File: config.mk
export PLATFORM = sky130hd
export DESIGN_NAME = cacheController
export DESIGN_NICKNAME = d
export VERILOG_FILES = /design/src/source/cachePkg.sv /design/src/source/sweepCounter.sv /design/src/source/plruStore.sv /design/src/source/tagStore.sv /design/src/source/lineStore.sv /design/src/source/cacheSequencer.sv /design/src/source/cacheController.sv
export SDC_FILE = /design/constraint.sdc
export NUM_CORES = 2
export LEC_CHECK = 0
export ABC_AREA = 0
export BUFFER_PORTS_ARGS = -buffer_cell sky130_fd_sc_hd__buf_4
export CAP_MARGIN = 10
export CORE_ASPECT_RATIO = 1.25
export CORE_MARGIN = 2
export CORE_UTILIZATION = 52
export CTS_CLUSTER_SIZE = 40
export DETAILED_ROUTE_END_ITERATION = 6
export PLACE_DENSITY_LB_ADDON = 0.08
export SLEW_MARGIN = 20
export SYNTH_ARGS = -nofsm -noshare
export SYNTH_HDL_FRONTEND = slang
export SYNTH_MEMORY_MAX_BITS = 65536
export SYNTH_SLANG_ARGS = --single-unit
File: constraint.sdc
create_clock -name Clock -period 8.7 [get_ports Clock]
set_input_delay 1.74 -clock Clock [delete_from_list [all_inputs] [get_ports Clock]]
set_output_delay 1.74 -clock Clock [all_outputs]
set_load 0.01 [all_outputs]
File: src/source/cachePkg.sv
package cachePkg;

	////////////////////////////////////////
	// bus and cache geometry
	////////////////////////////////////////

	typedef logic [15:0] wordT;          // one word on the 16 bit data bus
	typedef logic [31:0] addressT;       // byte address from the processor
	typedef logic [24:0] tagT;           // address bits 31 to 7
	typedef logic [2:0]  indexT;         // address bits 6 to 4 select the line
	typedef logic [2:0]  wordSelT;       // address bits 3 to 1 select the word
	typedef logic [1:0]  wayT;           // one of the four ways
	typedef logic [3:0]  wayMaskT;       // one bit per way
	typedef logic [2:0]  plruT;          // tree bits of one line

	localparam int LineCount  = 8;       // lines in every way
	localparam int LineWords  = 8;       // words in every line
	localparam int WayCount   = 4;
	localparam int WordLsb    = 1;       // bit 0 picks the byte, so words start at bit 1
	localparam int IndexLsb   = 4;
	localparam int TagLsb     = 7;
	localparam int OffsetBits = 4;       // byte offset inside a line, zeroed on line reads

	// the sequencer walks these states, the sweep runs once after every reset
	typedef enum logic [3:0] {
		ResetSweepStart,
		InvalidateSweep,
		Idle,
		CheckHit,
		HitRead,
		AwaitReadCommand,
		CasWait,
		BurstFill,
		FillDone,
		WriteThrough
	} seqStateT;

	// what the processor drives toward the cache
	typedef struct packed {
		addressT address;
		wordT    writeData;
		logic    uds_L;                  // upper byte strobe
		logic    lds_L;                  // lower byte strobe
		logic    we_L;                   // low for a write
		logic    as_L;                   // held low for the whole bus cycle
		logic    dramSelect;             // high when the address decodes to DRAM
	} cpuRequestT;

	// what the cache drives toward the DRAM controller
	typedef struct packed {
		addressT address;
		wordT    writeData;
		logic    uds_L;
		logic    lds_L;
		logic    we_L;
		logic    as_L;
		logic    select_L;               // starts a DRAM access when low
	} dramRequestT;

	// what the DRAM controller hands back
	typedef struct packed {
		logic cas_L;                     // low with ras_L high is a read command
		logic ras_L;                     // low together with cas_L means refresh
		logic dtack_L;                   // ends a write
		wordT readData;                  // burst words during a fill
	} dramStatusT;

endpackage

File: src/source/sweepCounter.sv
`timescale 1ns/1ps

module sweepCounter (
	input  logic              Clock,
	input  logic              counterClear,    // synchronous, wins over counting
	output cachePkg::wordSelT count,
	output logic              countDone
);
	import cachePkg::*;

	logic [3:0] value;                         // one spare bit so the done flag fires once per clear

	// counts one per clock from the clear, shared by the sweep, the CAS wait and the fill
	always_ff @(posedge Clock) begin
		if (counterClear) begin
			value <= '0;
		end else begin
			value <= value + 4'd1;
		end
	end

	assign count = value[2:0];                 // line number in the sweep, word number in a fill

	// high in the eighth cycle after a clear, so the last line or word is being handled
	assign countDone = (value == 4'(LineWords - 1));

endmodule

File: src/source/plruStore.sv
`timescale 1ns/1ps

module plruStore (
	input  logic            Clock,
	input  logic            Reset_L,
	input  cachePkg::indexT index,
	input  logic            plruWrite,    // update the indexed entry on the next edge
	input  logic            plruClear,    // during the sweep the entry goes to zero instead
	input  cachePkg::wayT   touchWay,
	output cachePkg::wayT   victimWay
);
	import cachePkg::*;

	plruT plruArray [LineCount];          // three tree bits per line
	plruT current;                        // entry of the line being addressed
	plruT touched;                        // entry after marking touchWay as recently used

	assign current = plruArray[index];

	// bit 0 picks the half, then bit 1 or bit 2 picks the way inside that half
	assign victimWay = {current[0], (current[0] ? current[2] : current[1])};

	////////////////////////////////////////
	// touch rule
	////////////////////////////////////////

	// point the tree away from the touched way, the bit of the other half is kept
	always_comb begin
		touched    = current;
		touched[0] = ~touchWay[1];          // next victim comes from the other half
		if (touchWay[1]) begin
			touched[2] = ~touchWay[0];        // inside ways 2 and 3 point at the sibling
		end else begin
			touched[1] = ~touchWay[0];        // inside ways 0 and 1 point at the sibling
		end
	end

	// every line starts from way 0 after reset, and the sweep clears it once more
	always_ff @(posedge Clock or negedge Reset_L) begin
		if (!Reset_L) begin
			for (int line = 0; line < LineCount; line++) begin
				plruArray[line] <= '0;
			end
		end else if (plruWrite) begin
			if (plruClear) begin
				plruArray[index] <= '0;
			end else begin
				plruArray[index] <= touched;
			end
		end
	end

endmodule

File: src/source/tagStore.sv
`timescale 1ns/1ps

module tagStore (
	input  logic              Clock,
	input  cachePkg::indexT   index,
	input  cachePkg::tagT     tag,          // tag to compare and, when enabled, to store
	input  cachePkg::wayMaskT tagWrite,     // one enable per way
	input  cachePkg::wayMaskT validWrite,   // one enable per way
	input  logic              validValue,   // value written into the enabled valid bits
	output cachePkg::wayMaskT hitMask
);
	import cachePkg::*;

	////////////////////////////////////////
	// arrays
	////////////////////////////////////////

	tagT  tagArray   [WayCount][LineCount];
	logic validArray [WayCount][LineCount];

	// tag and valid bits are written separately, so a write can drop a line
	// without touching its tag
	always_ff @(posedge Clock) begin
		for (int way = 0; way < WayCount; way++) begin
			if (tagWrite[way]) begin
				tagArray[way][index] <= tag;
			end
			if (validWrite[way]) begin
				validArray[way][index] <= validValue;
			end
		end
	end

	////////////////////////////////////////
	// compare
	////////////////////////////////////////

	// all four ways are looked at in the same cycle, at most one of them can hit
	// because a line is only filled after a miss
	always_comb begin
		for (int way = 0; way < WayCount; way++) begin
			hitMask[way] = validArray[way][index] && (tagArray[way][index] == tag);
		end
	end

endmodule

File: src/source/lineStore.sv
`timescale 1ns/1ps

module lineStore (
	input  logic              Clock,
	input  cachePkg::indexT   index,
	input  cachePkg::wordSelT wordSelect,
	input  cachePkg::wayMaskT dataWrite,    // the victim way during a burst fill
	input  cachePkg::wayMaskT hitMask,      // steers the read mux
	input  cachePkg::wordT    writeData,    // burst word from DRAM
	output cachePkg::wordT    readData
);
	import cachePkg::*;

	wordT dataArray [WayCount][LineCount][LineWords];

	// one word per clock during a fill, the processor never writes here
	always_ff @(posedge Clock) begin
		for (int way = 0; way < WayCount; way++) begin
			if (dataWrite[way]) begin
				dataArray[way][index][wordSelect] <= writeData;
			end
		end
	end

	// the word of the hitting way, zero when no way hits
	always_comb begin
		readData = '0;
		for (int way = 0; way < WayCount; way++) begin
			if (hitMask[way]) begin
				readData = dataArray[way][index][wordSelect];
			end
		end
	end

endmodule

File: src/source/cacheSequencer.sv
`timescale 1ns/1ps

module cacheSequencer #(
	parameter int CasLatency = 2                // clocks from read command to first word
) (
	input  logic                 Clock,
	input  logic                 Reset_L,
	input  cachePkg::cpuRequestT cpuRequest,
	input  cachePkg::dramStatusT dramStatus,
	input  cachePkg::wayMaskT    hitMask,
	input  cachePkg::wayT        victimWay,     // straight from the PLRU store
	input  cachePkg::wordSelT    count,
	input  logic                 countDone,
	output logic                 counterClear,
	output logic                 sweepActive,   // index comes from the counter
	output cachePkg::wayMaskT    tagWrite,
	output cachePkg::wayMaskT    validWrite,
	output cachePkg::wayMaskT    dataWrite,
	output logic                 validValue,
	output cachePkg::wordSelT    wordSelect,
	output logic                 plruWrite,
	output logic                 plruClear,
	output cachePkg::wayT        touchWay,
	output logic                 dtack_L,       // to the processor
	output logic                 select_L,      // to the DRAM controller
	output logic                 forceBothStrobes
);
	import cachePkg::*;

	localparam wordSelT CasLast = wordSelT'(CasLatency - 1);   // last count of the CAS wait

	seqStateT state;
	seqStateT nextState;
	wayT      victimLatched;                    // way chosen in CheckHit, kept for the fill
	logic     latchVictim;
	wayT      hitWay;
	wayMaskT  victimMask;

	always_ff @(posedge Clock or negedge Reset_L) begin
		if (!Reset_L) begin
			state         <= ResetSweepStart;
			victimLatched <= '0;
		end else begin
			state <= nextState;
			if (latchVictim) begin
				victimLatched <= victimWay;
			end
		end
	end

	// encode the hit mask, the tag store never reports two ways at once
	always_comb begin
		hitWay = '0;
		for (int way = WayCount - 1; way >= 0; way--) begin
			if (hitMask[way]) begin
				hitWay = wayT'(way);
			end
		end
	end

	always_comb begin
		victimMask                = '0;
		victimMask[victimLatched] = 1'b1;
	end

	////////////////////////////////////////
	// next state and outputs
	////////////////////////////////////////

	always_comb begin
		nextState        = state;
		counterClear     = 1'b0;
		sweepActive      = 1'b0;
		tagWrite         = '0;
		validWrite       = '0;
		dataWrite        = '0;
		validValue       = 1'b0;
		wordSelect       = cpuRequest.address[WordLsb +: $bits(wordSelT)];  // requested word
		plruWrite        = 1'b0;
		plruClear        = 1'b0;
		touchWay         = victimWay;
		dtack_L          = 1'b1;
		select_L         = 1'b1;
		forceBothStrobes = 1'b0;
		latchVictim      = 1'b0;

		unique case (state)
			ResetSweepStart: begin
				counterClear = 1'b1;                 // sweep starts at line 0
				nextState    = InvalidateSweep;
			end
			InvalidateSweep: begin
				sweepActive = 1'b1;                  // one line per clock, all ways at once
				tagWrite    = '1;
				validWrite  = '1;
				plruWrite   = 1'b1;
				plruClear   = 1'b1;
				if (countDone) begin
					nextState = Idle;
				end
			end
			Idle: begin
				if (!cpuRequest.as_L && cpuRequest.dramSelect) begin
					if (cpuRequest.we_L) begin
						forceBothStrobes = 1'b1;          // a line always holds whole words
						nextState        = CheckHit;
					end else begin
						select_L   = 1'b0;                // write goes straight to DRAM
						validWrite = hitMask;             // and drops any copy we hold
						nextState  = WriteThrough;
					end
				end
			end
			CheckHit: begin
				forceBothStrobes = 1'b1;
				plruWrite        = 1'b1;
				if (|hitMask) begin
					dtack_L   = 1'b0;
					touchWay  = hitWay;                 // the hit way becomes most recent
					nextState = HitRead;
				end else begin
					select_L    = 1'b0;                 // start the line read right away
					latchVictim = 1'b1;                 // the victim is touched as well
					nextState   = AwaitReadCommand;
				end
			end
			HitRead: begin
				forceBothStrobes = 1'b1;
				dtack_L          = 1'b0;              // word and dtack hold until the cycle ends
				if (cpuRequest.as_L) begin
					nextState = Idle;
				end
			end
			AwaitReadCommand: begin
				forceBothStrobes = 1'b1;
				select_L         = 1'b0;
				tagWrite         = victimMask;        // claim the victim way for the new tag
				validWrite       = victimMask;
				validValue       = 1'b1;
				// refresh has both strobes low and is let go by
				if (!dramStatus.cas_L && dramStatus.ras_L) begin
					counterClear = 1'b1;
					nextState    = CasWait;
				end
			end
			CasWait: begin
				forceBothStrobes = 1'b1;
				select_L         = 1'b0;
				if (count == CasLast) begin
					counterClear = 1'b1;               // first word arrives next clock
					nextState    = BurstFill;
				end
			end
			BurstFill: begin
				forceBothStrobes = 1'b1;
				select_L         = 1'b0;
				wordSelect       = count;             // DRAM streams the words in order
				dataWrite        = victimMask;
				if (countDone) begin
					nextState = FillDone;
				end
			end
			FillDone: begin
				forceBothStrobes = 1'b1;
				dtack_L          = 1'b0;              // the filled way now hits, answer from it
				if (cpuRequest.as_L || !cpuRequest.dramSelect) begin
					nextState = Idle;
				end
			end
			WriteThrough: begin
				select_L = 1'b0;
				dtack_L  = dramStatus.dtack_L;       // the controller decides when the write ends
				if (cpuRequest.as_L || !cpuRequest.dramSelect) begin
					nextState = Idle;
				end
			end
			default: begin
				nextState = ResetSweepStart;
			end
		endcase
	end

endmodule

File: src/source/cacheController.sv
`timescale 1ns/1ps

module cacheController #(
	parameter int CasLatency = 2
) (
	input  logic                  Clock,
	input  logic                  Reset_L,
	input  cachePkg::cpuRequestT  cpuRequest,
	output cachePkg::wordT        readData,     // to the processor
	output logic                  dtack_L,
	output cachePkg::dramRequestT dramRequest,
	input  cachePkg::dramStatusT  dramStatus
);
	import cachePkg::*;

	tagT     addressTag;
	tagT     storeTag;                          // zero while the sweep clears the tags
	indexT   index;
	wordSelT count;
	logic    countDone;
	logic    counterClear;
	logic    sweepActive;
	wayMaskT tagWrite;
	wayMaskT validWrite;
	wayMaskT dataWrite;
	logic    validValue;
	wordSelT wordSelect;
	logic    plruWrite;
	logic    plruClear;
	wayT     touchWay;
	wayT     victimWay;
	wayMaskT hitMask;
	logic    select_L;
	logic    forceBothStrobes;

	////////////////////////////////////////
	// address split
	////////////////////////////////////////

	assign addressTag = cpuRequest.address[TagLsb +: $bits(tagT)];
	assign storeTag   = sweepActive ? '0 : addressTag;
	assign index      = sweepActive ? indexT'(count)
	                                : cpuRequest.address[IndexLsb +: $bits(indexT)];

	// reads fetch a whole line, so the offset and both strobes are forced, writes pass as is
	always_comb begin
		dramRequest.address   = cpuRequest.address;
		dramRequest.writeData = cpuRequest.writeData;
		dramRequest.uds_L     = cpuRequest.uds_L && !forceBothStrobes;
		dramRequest.lds_L     = cpuRequest.lds_L && !forceBothStrobes;
		dramRequest.we_L      = cpuRequest.we_L;
		dramRequest.as_L      = cpuRequest.as_L;
		dramRequest.select_L  = select_L;
		if (forceBothStrobes) begin
			dramRequest.address[OffsetBits-1:0] = '0;
		end
	end

	cacheSequencer #(.CasLatency(CasLatency)) i_sequencer (
		.Clock, .Reset_L, .cpuRequest, .dramStatus, .hitMask, .victimWay, .count, .countDone,
		.counterClear, .sweepActive, .tagWrite, .validWrite, .dataWrite, .validValue,
		.wordSelect, .plruWrite, .plruClear, .touchWay, .dtack_L, .select_L, .forceBothStrobes
	);

	sweepCounter i_counter (.Clock, .counterClear, .count, .countDone);

	plruStore i_plru (
		.Clock, .Reset_L, .index, .plruWrite, .plruClear, .touchWay, .victimWay
	);

	tagStore i_tags (
		.Clock, .index, .tag(storeTag), .tagWrite, .validWrite, .validValue, .hitMask
	);

	lineStore i_lines (
		.Clock, .index, .wordSelect, .dataWrite, .hitMask,
		.writeData(dramStatus.readData), .readData
	);

endmodule

==> flow_summary.ini <==
[synthesis]
synth_top_area_share_pct = 78.31
synthArstFlopShare_pct = 0.6046
synth_nets = 11330
syn_area_per_cell_um2 = 16.79
yosysWarnings = 0
synthTopCellsByArea = edfxtp_1 78%, a22oi_1 3.8%, mux2i_1 2.1%
yosys-top-cells-count = 4928 x edfxtp_1, 957 x a22oi_1, 706 x nand2_1
synth_area_um2 = 189000
postSynthRegisterBits = 4962
synth.distinct_cells = 84
yosysMostFrequentCell = edfxtp_1
yosys.area.top_type = edfxtp_1
synth_flop_cell = edfxtp_1
synth-edff-count = 4928
syn_inst = 11250
synth_seq_area_share_pct = 78.74

[run_status]
violations = DRC, setup timing
status = finished, violations left

[pwr]
cellPowerDensity_nw_per_um2 = 272.1
power.leakage_nw = 68.18
ir_drop_uv = 418.3

[floorplan]
fp-row-count = 247
die_x_um = 543.2
core_area_um2 = 361900
start_util_pct = 52.22
dieArea_um2 = 368300
io_pins = 144
die_y_um = 678.0

[timing]
rsz0062_at_grt = true
worstMarginPinSlew_ps = 1266
finalHoldViolCount = 0
drv_slew = 0
period_share_pct = 100.8
period_needed_ps = 8771
max_freq_mhz = 114.0
final-setup-viol-count = 2
post-route-worst-setup-slack_ps = -71.08
max_slew_margin_pct = 13.43
clock_skew_ps = 39.61

[critical_path]
max_stage_delay_ps = 700
end_kind = output pin
cpLargestDelayFamily = simple AND/OR/NAND/NOR gates
path_cells = buf_4, or4b_4, buf_4, mux2i_4, buf_12, buf_4, nand2_1, a32oi_1, nand4_1, or4_1, or4_1, nor4_4, clkbuf_16, nand4_1, o31a_1, o21a_1, buf_4
r2r_start = i_sequencer.state[2]
required_ps = 6960
path_buf_inv = 6
slowest_stage = or4b_4
reg2reg_slack_ps = 2160
r2r-end = i_plru.plruArray[14]
worstSetupStartpointType = register
criticalPathCategory = register to output pin
path_common_cell = buf_4
cp.arrival_ps = 7030
cp_max_fo = 24
reg2reg_depth = 18

[worst_hold_path]
hold_path.startpoint = i_plru.plruArray[21]
worstHoldEndpoint = i_plru.plruArray[21]
hold-path-cell-count = 2
worstHoldPathType = register to register

[clock_tree]
insertion_delay_ps = 1020
cts-htree-levels = 5
clk_pin_slew_ps = 70
cts_root_buffer = clkbuf_16
clock-sinks = 4962
clk_path_buf_depth = 4
cts_buffers = 472
cts_tree = yes

[place]
dp_hpwl_um = 356200
gp_congestion = 0.8726
portBuffers = 111
dp.cells = 16100

[grt]
grt_usage_pct = 32.62
grt_pass1_wl_um = 852600
grt-ovfl-total = 0
grt_antenna_before_repair = 20
grt_pass1_vias = 110300
grt_max_degree = 193

[finish]
nets = 11830
fin_util_pct = 59.58
fin_cells = 17020
syn_to_final_growth_pct = 14.10
drive_above_1_share_pct = 14.52

[detailed_routing]
vias = 114800
routed_wl_um = 609200
antenna_left = 0
drc = 3
drtIter0Drc = 16520
wire_per_inst_um = 35.79
viasPerCell = 6.742
dr.pass1.iters = 7

[job]
cap_violations = 0
-- state kept, by name, summed over array words and instances (netlist names) --
signal	count
i_tags.validArray	32
i_lines.dataArray	4096
i_counter.value	4
i_plru.plruArray	24
i_sequencer.state	4
i_sequencer.victimLatched	2
i_tags.tagArray	800
-- worst register-to-register path: stages (launching register included) --
cell and delay, ps:
dfrtp_1 370, buf_4 230, or4b_4 710, buf_4 210, mux2i_4 280, buf_12 260, buf_4 300, nand2_1 90
a32oi_1 290, nand4_1 190, or4_1 550, or4_1 530, nor4_4 330, buf_4 310, bufbuf_16 400, o21ai_1 220
a2bb2oi_4 390, mux2i_2 580, o21ai_1 160
-- repair_timing --
action | CTS | global route
cloned | 10 | 0
hold buffers | 0 | 0
buffers inserted | 18 | 3
gates resized for setup | 31 | 16
setup endpoints to repair | 17 | 15
pin swaps | 3 | 2
-- cell families after synthesis --
logic type | share of synthesized area (%)
AOI/OAI and AO/OA | 11.81
xor gates and xnor gates | 0.3291
adders and majority gates | 0.01324
buffers and inverters | 1.884
DFF | 78.74
muxes | 3.023
and+or+nand+nor | 4.200
-- per-layer routing --
layer  part of all wire [%]  track usage, %  vias to the layer above
li1                       -               -                    47180
met1                     38           46.01                    59510
met2                     47           51.32                     7001
met3                    9.9           4.830                     1051
met4                    4.7           13.11                        8
met5                 0.0094               0                        -
-- layout by cell type (no fill, tap or decap), types with 30 or more instances in the layout --
master	synthesis	layout
a2111oi_0	59	47
a211oi_1	103	103
a21oi_1	360	358
a221oi_1	204	203
a222oi_1	32	32
a22o_1	176	176
a22oi_1	957	957
a31oi_1	160	159
buf_12	0	75
buf_4	53	720
bufinv_16	0	50
clkbuf_1	457	121
clkbuf_16	0	477
clkinv_1	2	113
clkinv_2	0	75
dfrtp_1	30	30
edfxtp_1	4928	4928
inv_1	32	32
mux2_2	45	38
mux2i_1	393	381
mux4_2	49	49
nand2_1	706	699
nand2b_1	56	55
nand3_1	145	144
nand4_1	64	64
nor2_1	412	318
nor2_2	1	55
nor2_4	0	40
nor3_1	102	97
nor3b_1	36	36
nor4_1	79	77
o2111ai_1	101	101
o211ai_1	66	66
o21ai_0	189	180
o221ai_1	64	64
o22a_1	43	43
o22ai_1	493	489
xnor2_1	52	52
-- cell type report --
type | count | area (um2)
clock inverter | 278 | 2806
inverter | 34 | 127.6
clock buffer | 600 | 12410
antenna | 10 | 25.02
sequential | 4962 | 148800
tap | 4855 | 6075
multi-input combinational | 5443 | 37640
fill | 26900 | 146300
timing repair buffer | 839 | 7712
-- per-stage QoR --
stage | power, mW | TNS [ps] | hold WS (ps) | worst slack, ps | instance area, um2
floorplan | 32.85 | 0 | 449.7 | 1416 | 189000
global placement | 38.18 | -2558 | 468.3 | -426.2 | 199500
detailed placement | 38.30 | -2165 | 477.5 | -417.9 | 199600
CTS | 58.63 | 0 | 491.1 | 2.340 | 215300
global route | 60.08 | -48.80 | 515.8 | -48.80 | 215600
finish | 58.67 | -74.82 | 487.5 | -71.08 | 215600
-- worst max-delay path by stage --
stage / depth (start not counted) / start / to
6_report: 17 / i_sequencer.state[2] / readData[9]
5_1_grt: 21 / i_sequencer.state[2] / readData[6]
4_1_cts: 15 / i_sequencer.state[2] / readData[9]
3_5_place_dp: 17 / cpuRequest[26] / readData[4]
3_3_place_gp: 17 / cpuRequest[26] / readData[4]
2_1_floorplan: 18 / cpuRequest[25] / dramRequest[0]
-- report_power, final --
group          switching, mW  leakage (nW)  internal [mW]
Combinational           7.77          16.0           3.25
Clock                   8.95          7.40           11.6
Sequential             0.264          44.7           26.9
Power figures use the tool's default switching activity.
